## src/design/opd_pkg.sv

```systemverilog
`default_nettype none

package opd_pkg;

  // alu operations seen on the issue port
  typedef enum logic [3:0] {
    op_add  = 4'd0,
    op_sub  = 4'd1,
    op_and  = 4'd2,
    op_or   = 4'd3,
    op_xor  = 4'd4,
    op_sll  = 4'd5,
    op_srl  = 4'd6,
    op_slt  = 4'd7,
    op_addi = 4'd8
  } alu_op_e;

  // default datapath sizes
  parameter int data_width_def = 32;
  parameter int num_regs_def   = 32;

  // apb byte offsets of the configuration block
  parameter logic [11:0] csr_ctrl_off   = 12'h000;
  parameter logic [11:0] csr_commit_off = 12'h004;
  parameter logic [11:0] csr_squash_off = 12'h008;
  parameter logic [11:0] csr_id_off     = 12'h00c;

  // identity word
  parameter logic [31:0] opd_id = 32'h0bd5_0001;

endpackage

`default_nettype wire

```

## src/design/dpram.sv

```systemverilog
`default_nettype none

module dpram #(
  parameter int WIDTH   = opd_pkg::data_width_def,
  parameter int NUMREGS = opd_pkg::num_regs_def
) (
  input  logic                       clk,
  input  logic [$clog2(NUMREGS)-1:0] waddr,
  input  logic                       we,
  input  logic [WIDTH-1:0]           wdata,
  input  logic [$clog2(NUMREGS)-1:0] raddr,
  output logic [WIDTH-1:0]           rdata
);

  // storage starts cleared so register zero reads zero
  logic [WIDTH-1:0] mem [NUMREGS] = '{default: '0};

  // read returns old contents when the same word is written on this edge
  always_ff @(posedge clk) begin
    if (we) begin
      mem[waddr] <= wdata;
    end
    rdata <= mem[raddr];
  end

endmodule

`default_nettype wire

```

## src/design/rf_bank.sv

```systemverilog
`default_nettype none

module rf_bank #(
  parameter int WIDTH   = opd_pkg::data_width_def,
  parameter int NUMREGS = opd_pkg::num_regs_def
) (
  input  logic                       clk,
  input  logic                       resetn,
  input  logic [$clog2(NUMREGS)-1:0] waddr,
  input  logic                       we,
  input  logic [WIDTH-1:0]           wdata,
  input  logic [$clog2(NUMREGS)-1:0] raddr,
  input  logic                       ren,
  output logic [WIDTH-1:0]           rdata
);

  localparam int AW = $clog2(NUMREGS);

  logic [AW-1:0] hold_addr;
  logic [AW-1:0] ram_raddr;

  // last enabled read address
  always_ff @(posedge clk) begin
    if (!resetn) begin
      hold_addr <= '0;
    end else if (ren) begin
      hold_addr <= raddr;
    end
  end

  // re-read the held register while disabled, picks up new writes
  assign ram_raddr = ren ? raddr : hold_addr;

  dpram #(
    .WIDTH  (WIDTH),
    .NUMREGS(NUMREGS)
  ) u_dpram (
    .clk  (clk),
    .waddr(waddr),
    .we   (we),
    .wdata(wdata),
    .raddr(ram_raddr),
    .rdata(rdata)
  );

endmodule

`default_nettype wire

```

## src/design/reg_file.sv

```systemverilog
`default_nettype none

module reg_file #(
  parameter int WIDTH   = opd_pkg::data_width_def,
  parameter int NUMREGS = opd_pkg::num_regs_def
) (
  input  logic                       clk,
  input  logic                       resetn,
  input  logic [$clog2(NUMREGS)-1:0] a_reg,
  input  logic                       a_en,
  input  logic [$clog2(NUMREGS)-1:0] b_reg,
  input  logic                       b_en,
  input  logic [$clog2(NUMREGS)-1:0] c_reg,
  input  logic [WIDTH-1:0]           c_data,
  input  logic                       c_we,
  input  logic                       c_squashn,
  output logic [WIDTH-1:0]           a_data,
  output logic [WIDTH-1:0]           b_data
);

  logic bank_we;

  // squashed results and register zero never reach storage
  assign bank_we = c_we & c_squashn & (|c_reg);

  // two copies give two reads per cycle next to one write
  rf_bank #(
    .WIDTH  (WIDTH),
    .NUMREGS(NUMREGS)
  ) u_bank_a (
    .clk   (clk),
    .resetn(resetn),
    .waddr (c_reg),
    .we    (bank_we),
    .wdata (c_data),
    .raddr (a_reg),
    .ren   (a_en),
    .rdata (a_data)
  );

  rf_bank #(
    .WIDTH  (WIDTH),
    .NUMREGS(NUMREGS)
  ) u_bank_b (
    .clk   (clk),
    .resetn(resetn),
    .waddr (c_reg),
    .we    (bank_we),
    .wdata (c_data),
    .raddr (b_reg),
    .ren   (b_en),
    .rdata (b_data)
  );

endmodule

`default_nettype wire

```

## src/design/alu.sv

```systemverilog
`default_nettype none

module alu #(
  parameter int WIDTH = opd_pkg::data_width_def
) (
  input  opd_pkg::alu_op_e op,
  input  logic [WIDTH-1:0] x,
  input  logic [WIDTH-1:0] y,
  input  logic [WIDTH-1:0] imm,
  output logic [WIDTH-1:0] result
);

  import opd_pkg::*;

  localparam int SHW = $clog2(WIDTH);

  logic [SHW-1:0] shamt;
  logic           lt;

  // shift amount from the low bits of y
  assign shamt = y[SHW-1:0];
  assign lt    = $signed(x) < $signed(y);

  always_comb begin
    case (op)
      op_add: begin
        result = x + y;
      end
      op_sub: begin
        result = x - y;
      end
      op_and: begin
        result = x & y;
      end
      op_or: begin
        result = x | y;
      end
      op_xor: begin
        result = x ^ y;
      end
      op_sll: begin
        result = x << shamt;
      end
      op_srl: begin
        result = x >> shamt;
      end
      op_slt: begin
        result = {{(WIDTH-1){1'b0}}, lt};
      end
      op_addi: begin
        // second operand unused here
        result = x + imm;
      end
      default: begin
        result = '0;
      end
    endcase
  end

endmodule

`default_nettype wire

```

## src/design/exec_pipe.sv

```systemverilog
`default_nettype none

module exec_pipe #(
  parameter int WIDTH   = opd_pkg::data_width_def,
  parameter int NUMREGS = opd_pkg::num_regs_def
) (
  input  logic                       clk,
  input  logic                       resetn,
  input  logic                       stall,
  input  logic                       issue_valid,
  input  opd_pkg::alu_op_e           issue_op,
  input  logic [$clog2(NUMREGS)-1:0] issue_rd,
  input  logic [$clog2(NUMREGS)-1:0] issue_rs,
  input  logic [$clog2(NUMREGS)-1:0] issue_rt,
  input  logic [WIDTH-1:0]           issue_imm,
  input  logic [WIDTH-1:0]           a_data,
  input  logic [WIDTH-1:0]           b_data,
  input  logic                       wb_enable,
  output logic [$clog2(NUMREGS)-1:0] a_reg,
  output logic                       a_en,
  output logic [$clog2(NUMREGS)-1:0] b_reg,
  output logic                       b_en,
  output logic [$clog2(NUMREGS)-1:0] c_reg,
  output logic [WIDTH-1:0]           c_data,
  output logic                       c_we,
  output logic                       wb_valid,
  output logic [$clog2(NUMREGS)-1:0] wb_rd,
  output logic [WIDTH-1:0]           wb_data,
  output logic                       wb_commit,
  output logic                       wb_squash
);

  import opd_pkg::*;

  localparam int AW = $clog2(NUMREGS);

  logic             accept;
  logic             ex_valid;
  alu_op_e          ex_op;
  logic [AW-1:0]    ex_rd;
  logic [AW-1:0]    ex_rs;
  logic [AW-1:0]    ex_rt;
  logic [WIDTH-1:0] ex_imm;
  logic [WIDTH-1:0] x_opnd;
  logic [WIDTH-1:0] y_opnd;
  logic [WIDTH-1:0] alu_res;
  logic             wb_fwd;
  logic             ret_valid;
  logic [AW-1:0]    ret_rd;
  logic [WIDTH-1:0] ret_data;

  assign accept = issue_valid & ~stall;

  // bank reads are sampled on the accept edge
  assign a_reg = issue_rs;
  assign b_reg = issue_rt;
  assign a_en  = accept;
  assign b_en  = accept;

  // writeback result counts for forwarding only if it will be committed
  assign wb_fwd = wb_valid & wb_enable & (wb_rd != '0);

  // newest source first: writeback stage, then retire entry
  always_comb begin
    x_opnd = a_data;
    if (wb_fwd && (wb_rd == ex_rs)) begin
      x_opnd = wb_data;
    end else if (ret_valid && (ret_rd == ex_rs)) begin
      x_opnd = ret_data;
    end
  end

  always_comb begin
    y_opnd = b_data;
    if (wb_fwd && (wb_rd == ex_rt)) begin
      y_opnd = wb_data;
    end else if (ret_valid && (ret_rd == ex_rt)) begin
      y_opnd = ret_data;
    end
  end

  alu #(
    .WIDTH(WIDTH)
  ) u_alu (
    .op    (ex_op),
    .x     (x_opnd),
    .y     (y_opnd),
    .imm   (ex_imm),
    .result(alu_res)
  );

  // execute and writeback valids
  always_ff @(posedge clk) begin
    if (!resetn) begin
      ex_valid <= 1'b0;
      wb_valid <= 1'b0;
    end else if (!stall) begin
      ex_valid <= issue_valid;
      wb_valid <= ex_valid;
    end
  end

  always_ff @(posedge clk) begin
    if (accept) begin
      ex_op  <= issue_op;
      ex_rd  <= issue_rd;
      ex_rs  <= issue_rs;
      ex_rt  <= issue_rt;
      ex_imm <= issue_imm;
    end
  end

  always_ff @(posedge clk) begin
    if (!stall && ex_valid) begin
      wb_rd   <= ex_rd;
      wb_data <= alu_res;
    end
  end

  // result leaves the stage on an unstalled edge
  assign c_we      = wb_valid & ~stall;
  assign c_reg     = wb_rd;
  assign c_data    = wb_data;
  assign wb_commit = c_we & wb_enable;
  assign wb_squash = c_we & ~wb_enable;

  // retire entry keeps the last result that actually reached the banks
  always_ff @(posedge clk) begin
    if (!resetn) begin
      ret_valid <= 1'b0;
    end else if (wb_commit && (wb_rd != '0)) begin
      ret_valid <= 1'b1;
    end
  end

  always_ff @(posedge clk) begin
    if (wb_commit && (wb_rd != '0)) begin
      ret_rd   <= wb_rd;
      ret_data <= wb_data;
    end
  end

endmodule

`default_nettype wire

```

## src/design/csr_apb.sv

```systemverilog
`default_nettype none

module csr_apb (
  input  logic        clk,
  input  logic        resetn,
  input  logic        psel,
  input  logic        penable,
  input  logic        pwrite,
  input  logic [11:0] paddr,
  input  logic [31:0] pwdata,
  input  logic        wb_commit,
  input  logic        wb_squash,
  output logic [31:0] prdata,
  output logic        pready,
  output logic        pslverr,
  output logic        wb_enable
);

  import opd_pkg::*;

  logic [31:0] commit_cnt;
  logic [31:0] squash_cnt;
  logic        access;
  logic        hit_ctrl;
  logic        hit_commit;
  logic        hit_squash;
  logic        hit_id;
  logic        mapped;
  logic        wr;

  // counters stick at all ones
  function automatic logic [31:0] sat_inc(input logic [31:0] v);
    return (&v) ? v : v + 32'd1;
  endfunction

  assign access     = psel & penable;
  assign hit_ctrl   = (paddr == csr_ctrl_off);
  assign hit_commit = (paddr == csr_commit_off);
  assign hit_squash = (paddr == csr_squash_off);
  assign hit_id     = (paddr == csr_id_off);
  assign mapped     = hit_ctrl | hit_commit | hit_squash | hit_id;

  // no wait states
  assign pready  = 1'b1;
  assign pslverr = access & (~mapped | (pwrite & hit_id));
  assign wr      = access & pwrite & ~pslverr;

  always_ff @(posedge clk) begin
    if (!resetn) begin
      wb_enable <= 1'b1;
    end else if (wr && hit_ctrl) begin
      wb_enable <= pwdata[0];
    end
  end

  // a write clears, whatever the data
  always_ff @(posedge clk) begin
    if (!resetn) begin
      commit_cnt <= '0;
    end else if (wr && hit_commit) begin
      commit_cnt <= '0;
    end else if (wb_commit) begin
      commit_cnt <= sat_inc(commit_cnt);
    end
  end

  always_ff @(posedge clk) begin
    if (!resetn) begin
      squash_cnt <= '0;
    end else if (wr && hit_squash) begin
      squash_cnt <= '0;
    end else if (wb_squash) begin
      squash_cnt <= sat_inc(squash_cnt);
    end
  end

  // read data
  always_comb begin
    prdata = '0;
    if (psel && !pwrite) begin
      if (hit_ctrl) begin
        prdata = {31'd0, wb_enable};
      end else if (hit_commit) begin
        prdata = commit_cnt;
      end else if (hit_squash) begin
        prdata = squash_cnt;
      end else if (hit_id) begin
        prdata = opd_id;
      end
    end
  end

endmodule

`default_nettype wire

```

## src/design/opd_top.sv

```systemverilog
`default_nettype none

module opd_top #(
  parameter int WIDTH   = opd_pkg::data_width_def,
  parameter int NUMREGS = opd_pkg::num_regs_def
) (
  input  logic                       clk,
  input  logic                       resetn,
  input  logic                       stall,
  input  logic                       issue_valid,
  input  opd_pkg::alu_op_e           issue_op,
  input  logic [$clog2(NUMREGS)-1:0] issue_rd,
  input  logic [$clog2(NUMREGS)-1:0] issue_rs,
  input  logic [$clog2(NUMREGS)-1:0] issue_rt,
  input  logic [WIDTH-1:0]           issue_imm,
  output logic                       wb_valid,
  output logic [$clog2(NUMREGS)-1:0] wb_rd,
  output logic [WIDTH-1:0]           wb_data,
  input  logic                       psel,
  input  logic                       penable,
  input  logic                       pwrite,
  input  logic [11:0]                paddr,
  input  logic [31:0]                pwdata,
  output logic [31:0]                prdata,
  output logic                       pready,
  output logic                       pslverr
);

  localparam int AW = $clog2(NUMREGS);

  logic [AW-1:0]    a_reg;
  logic             a_en;
  logic [AW-1:0]    b_reg;
  logic             b_en;
  logic [WIDTH-1:0] a_data;
  logic [WIDTH-1:0] b_data;
  logic [AW-1:0]    c_reg;
  logic [WIDTH-1:0] c_data;
  logic             c_we;
  logic             wb_enable;
  logic             wb_commit;
  logic             wb_squash;

  exec_pipe #(
    .WIDTH  (WIDTH),
    .NUMREGS(NUMREGS)
  ) u_exec_pipe (
    .clk        (clk),
    .resetn     (resetn),
    .stall      (stall),
    .issue_valid(issue_valid),
    .issue_op   (issue_op),
    .issue_rd   (issue_rd),
    .issue_rs   (issue_rs),
    .issue_rt   (issue_rt),
    .issue_imm  (issue_imm),
    .a_data     (a_data),
    .b_data     (b_data),
    .wb_enable  (wb_enable),
    .a_reg      (a_reg),
    .a_en       (a_en),
    .b_reg      (b_reg),
    .b_en       (b_en),
    .c_reg      (c_reg),
    .c_data     (c_data),
    .c_we       (c_we),
    .wb_valid   (wb_valid),
    .wb_rd      (wb_rd),
    .wb_data    (wb_data),
    .wb_commit  (wb_commit),
    .wb_squash  (wb_squash)
  );

  // squash comes straight from the control bit
  reg_file #(
    .WIDTH  (WIDTH),
    .NUMREGS(NUMREGS)
  ) u_reg_file (
    .clk      (clk),
    .resetn   (resetn),
    .a_reg    (a_reg),
    .a_en     (a_en),
    .b_reg    (b_reg),
    .b_en     (b_en),
    .c_reg    (c_reg),
    .c_data   (c_data),
    .c_we     (c_we),
    .c_squashn(wb_enable),
    .a_data   (a_data),
    .b_data   (b_data)
  );

  csr_apb u_csr_apb (
    .clk      (clk),
    .resetn   (resetn),
    .psel     (psel),
    .penable  (penable),
    .pwrite   (pwrite),
    .paddr    (paddr),
    .pwdata   (pwdata),
    .wb_commit(wb_commit),
    .wb_squash(wb_squash),
    .prdata   (prdata),
    .pready   (pready),
    .pslverr  (pslverr),
    .wb_enable(wb_enable)
  );

endmodule

`default_nettype wire

```

## config.mk

```make
export PLATFORM = sky130hd
export DESIGN_NAME = opd_top
export DESIGN_NICKNAME = d
export VERILOG_FILES = /design/src/design/opd_pkg.sv /design/src/design/dpram.sv /design/src/design/rf_bank.sv /design/src/design/reg_file.sv /design/src/design/alu.sv /design/src/design/exec_pipe.sv /design/src/design/csr_apb.sv /design/src/design/opd_top.sv
export SDC_FILE = /design/constraint.sdc
export NUM_CORES = 2
export LEC_CHECK = 0
export ABC_CLOCK_PERIOD_IN_PS = 7700
export BUFFER_PORTS_ARGS = -buffer_cell sky130_fd_sc_hd__buf_4
export CELL_PAD_IN_SITES_DETAIL_PLACEMENT = 0
export CELL_PAD_IN_SITES_GLOBAL_PLACEMENT = 2
export CORE_UTILIZATION = 30
export CTS_CLUSTER_SIZE = 10
export DETAILED_ROUTE_END_ITERATION = 7
export GPL_ROUTABILITY_DRIVEN = 0
export PLACE_DENSITY = 0.61
export SLEW_MARGIN = 10
export SYNTH_ARGS = -nofsm -noshare
export SYNTH_HDL_FRONTEND = slang
export SYNTH_HIERARCHICAL = 1
export SYNTH_SLANG_ARGS = --single-unit
```

## constraint.sdc

```tcl
create_clock -name clk -period 7.7 [get_ports clk]
set_input_delay 0.77 -clock clk [delete_from_list [all_inputs] [get_ports clk]]
set_output_delay 0.77 -clock clk [all_outputs]
set_load 0.01 [all_outputs]
```

==> metrics.yaml <==
worst_setup_path_start_kind: "flip-flop"
r2r-start: "u_exec_pipe/c_reg[1]$_DFFE_PP_"
vias_per_cell: 5.28
hold_viol_final: 0
placed_area_um2: 107000
grt_usage_pct: 19.2
switchingPower_mw: 8.32
worstMarginPinSlew_ns: 1.30
hold_ws_ns: 0.0651
worst-r2r-cell-count: 19
cts_tree: "yes"
die-area_um2: 337000
p_leak_nw: 37.1
io_pins: 174
drtPass1Iterations: 5
grt_max_degree: 121
regArea_um2: 68100
reg2reg_to: "u_exec_pipe/c_data[30]$_DFFE_PP_"
clock-root-buffer: "clkbuf_16"
fin_crit_ns: 6.64
ys_ff_latch: 2315
hold_start: "issue_imm[3]"
avgRoutedWirePerCell_um: 28.5
critPathTopFamily: "compound AO/OA/AOI/OAI gates"
synth_fp_nets: 7139
rrSetupSlack_ns: 1.06
clkSlewWorstSetupHoldPaths_ns: 0.06
die_y_um: 581
ys_async_sr_fraction_pct: 0
dp_slack_ns: 1.15
outcome: "finished clean"
drc: 0
combPwrFrac_pct: 15.0
worstPathCellList: "or4_1 > o211ai_2 > buf_4 > nor4_1 > a31oi_4 > buf_4 > ha_1 > inv_1 > fa_1 > nand2b_1 > a221oi_1 > a2111oi_0 > buf_4 > o21a_1 > o21a_1 > o211ai_1 > a21oi_1 > mux2i_1 > o211ai_1"
seqPwrFrac_pct: 45.6
drv_slew: 0
setup_viol: 0
grt_pass1_vias: 60500
cts_buffers: 282
maxCapViolCount: 0
synth_top_area_cell: "edfxtp_1"
yosys_warnings: 6
min_path_type: "in -> reg"
ys.flop_type: "edfxtp_1"
crit_path_max_incr_delay_ns: 0.70
synth.area.top_cells: "edfxtp_1 (65%), mux2i_1 (11%), dfxtp_1 (2.8%)"
hpwl_um: 201000
totalWireLength_um: 334000
drive_gt1_share_pct: 12.4
clk_latency_ns: 0.89
syn_area_um2: 101000
syn2layout_area_growth_pct: 15.0
slew-limit-headroom_pct: 12.7
arrival_ns: 7.23
ctsResizeCount: 0
cp-end-kind: "flip-flop"
port_buffers: 141
cts_setup_buffers: 0
grt_overflow: 0
design_area_um2: 116000
synth.distinct_cells: 95
swShare_pct: 27.1
path_buf_inv: 4
fmax_ghz: 0.151
fin_crit_sh_pct: 86.2
finalNetCount: 7369
drt-initial-drc-count: 5630
synth_common_cells: "edfxtp_1 (2173), mux2i_1 (1096), nand2_1 (362), a21oi_1 (345), nand3_1 (283)"
hold_end: "u_exec_pipe/ex_imm[3]$_DFFE_PP_"
reg.largest.list: "u_reg_file/u_bank_a/u_dpram/mem (1024), u_reg_file/u_bank_b/u_dpram/mem (1024)"
path_max_fanout: 55
rsz0062_at_grt: "false"
multi_input_area_um2: 30100
synth_edf_count: 2173
power_density_nw_per_um2: 265
syn_avg_cell_area_um2: 14.6
ant_nets: 0
start_util_pct: 30.2
yosysMostFrequentCell: "edfxtp_1"
clock_power_share_pct: 39.4
crit_type: "reg -> reg"
netlist.area_leader.share_pct: 64.9
internal-power_mw: 22.4
antenna_found_initial: 23
die_x_um: 581
core_area_um2: 333000
fin_ws_ns: 1.06
grt_pass1_wl_um: 464000
fillCellCount: 32000
synth_cells: 6897
synth_seq_area_share_pct: 67.7
cts.path.max_buffers: 4
cp_common_cell: "buf_4"
numClockSinks: 2315
power_mw: 30.7
dr_total_vias: 61900
finalSetupTns_ns: 0
skew_ns: 0.0673
ctsHtreeMaxLevel: 5
slowest_stage: "or4_1"
min_delay_path_depth: 1
ir_drop_mv: 0.166
crit_required_ns: 8.29
rows: 212
[what timing repair did]
item	in CTS	in global routing
endpoints found under the setup margin	0	0
hold buffers	20	0
endpoints found under the hold margin	20	0
[cell families after synthesis]
logic type	count (synthesis)	share of synthesized area [%]
other	1	0.00373
adders and majority gates	140	1.76
and+or+nand+nor	1340	6.59
muxes	1146	11.8
DFF	2315	67.7
buffers and inverters	583	3.03
AOI/OAI and AO/OA	1288	8.33
xor gates and xnor gates	84	0.732
[per-stage QoR]
step | instances | util (%)
after global routing | 11700 | 34.7
after CTS | 11700 | 34.7
final | 11700 | 34.7
after global placement | 11200 | 32.2
after floorplan | 6897 | -
after detailed placement | 11200 | 32.2
[cell usage in the layout, fill, tap and decap left out, types with 13 or more instances in the layout]
cell and n:
diode_2 25, clkinv_1 14, buf_4 388, a22o_1 128, nand4b_1 33, o22ai_1 14, nand4_1 29, dfxtp_1 142
o211ai_1 25, ha_1 138, nor4_1 51, and4_1 15, a221oi_1 17, nand2b_1 37, o221ai_1 14, or3_1 30
dlygate4sd3_1 20, clkbuf_16 287, xnor2_1 64, a31oi_1 132, a22oi_1 239, nor2_4 66, or4_1 23, mux4_2 32
nor3_1 124, a21oi_1 345, and3_1 18, and2_1 13, a211oi_1 21, o21ai_0 228, mux2i_1 1096, nor2_1 185
edfxtp_1 2173, nand2_1 362, o31ai_1 19, nand3_1 283, xor2_1 19, inv_1 104, clkbuf_1 122, buf_12 13
[metal layers]
metal  vias to the layer above  track usage (%)  wire length, µm
li1                      27400                -                -
met1                     32200             27.5           154000
met2                      1929             30.0           151000
met3                       399             3.42            21800
met4                         0             4.63             7500
met5                         -                0                0
[power groups by stage]
| stage | clock, mW | combinational (mW) | sequential [mW] |
|---|---|---|---|
| after CTS | 12.4 | 4.55 | 14.0 |
| after floorplan | 0 | 2.78 | 14.2 |
| after detailed placement | 0 | 4.52 | 14.2 |
| after global placement | 0 | 4.53 | 14.2 |
| final | 12.1 | 4.62 | 14.0 |
| after global routing | 12.9 | 4.90 | 14.0 |
[layout make-up]
class / instances / area share (%)
Antenna cell: 25 / 0.0541
Clock buffer: 413 / 6.65
Clock inverter: 47 / 0.400
Inverter: 108 / 0.350
Multi-Input combinational cell: 3999 / 26.0
Sequential cell: 2315 / 58.9
Tap cell: 4387 / 4.75
Timing Repair Buffer: 421 / 2.92
[worst max path at each step]
stage                                         startpoint                                to  slack, ns  depth (start not counted)
after CTS                 u_exec_pipe/c_reg[1]$_DFFE_PP_  u_exec_pipe/c_data[30]$_DFFE_PP_       1.09                         19
final                     u_exec_pipe/c_reg[1]$_DFFE_PP_  u_exec_pipe/c_data[30]$_DFFE_PP_       1.06                         19
after detailed placement  u_exec_pipe/c_reg[1]$_DFFE_PP_  u_exec_pipe/c_data[30]$_DFFE_PP_       1.15                         19
after global routing      u_exec_pipe/c_reg[1]$_DFFE_PP_  u_exec_pipe/c_data[30]$_DFFE_PP_       0.67                         19
after global placement    u_exec_pipe/c_reg[1]$_DFFE_PP_  u_exec_pipe/c_data[29]$_DFFE_PP_       1.19                         18
after floorplan           u_exec_pipe/c_reg[3]$_DFFE_PP_  u_exec_pipe/c_data[25]$_DFFE_PP_       2.05                         21
Note: power is estimated with default switching activity, not from simulation.
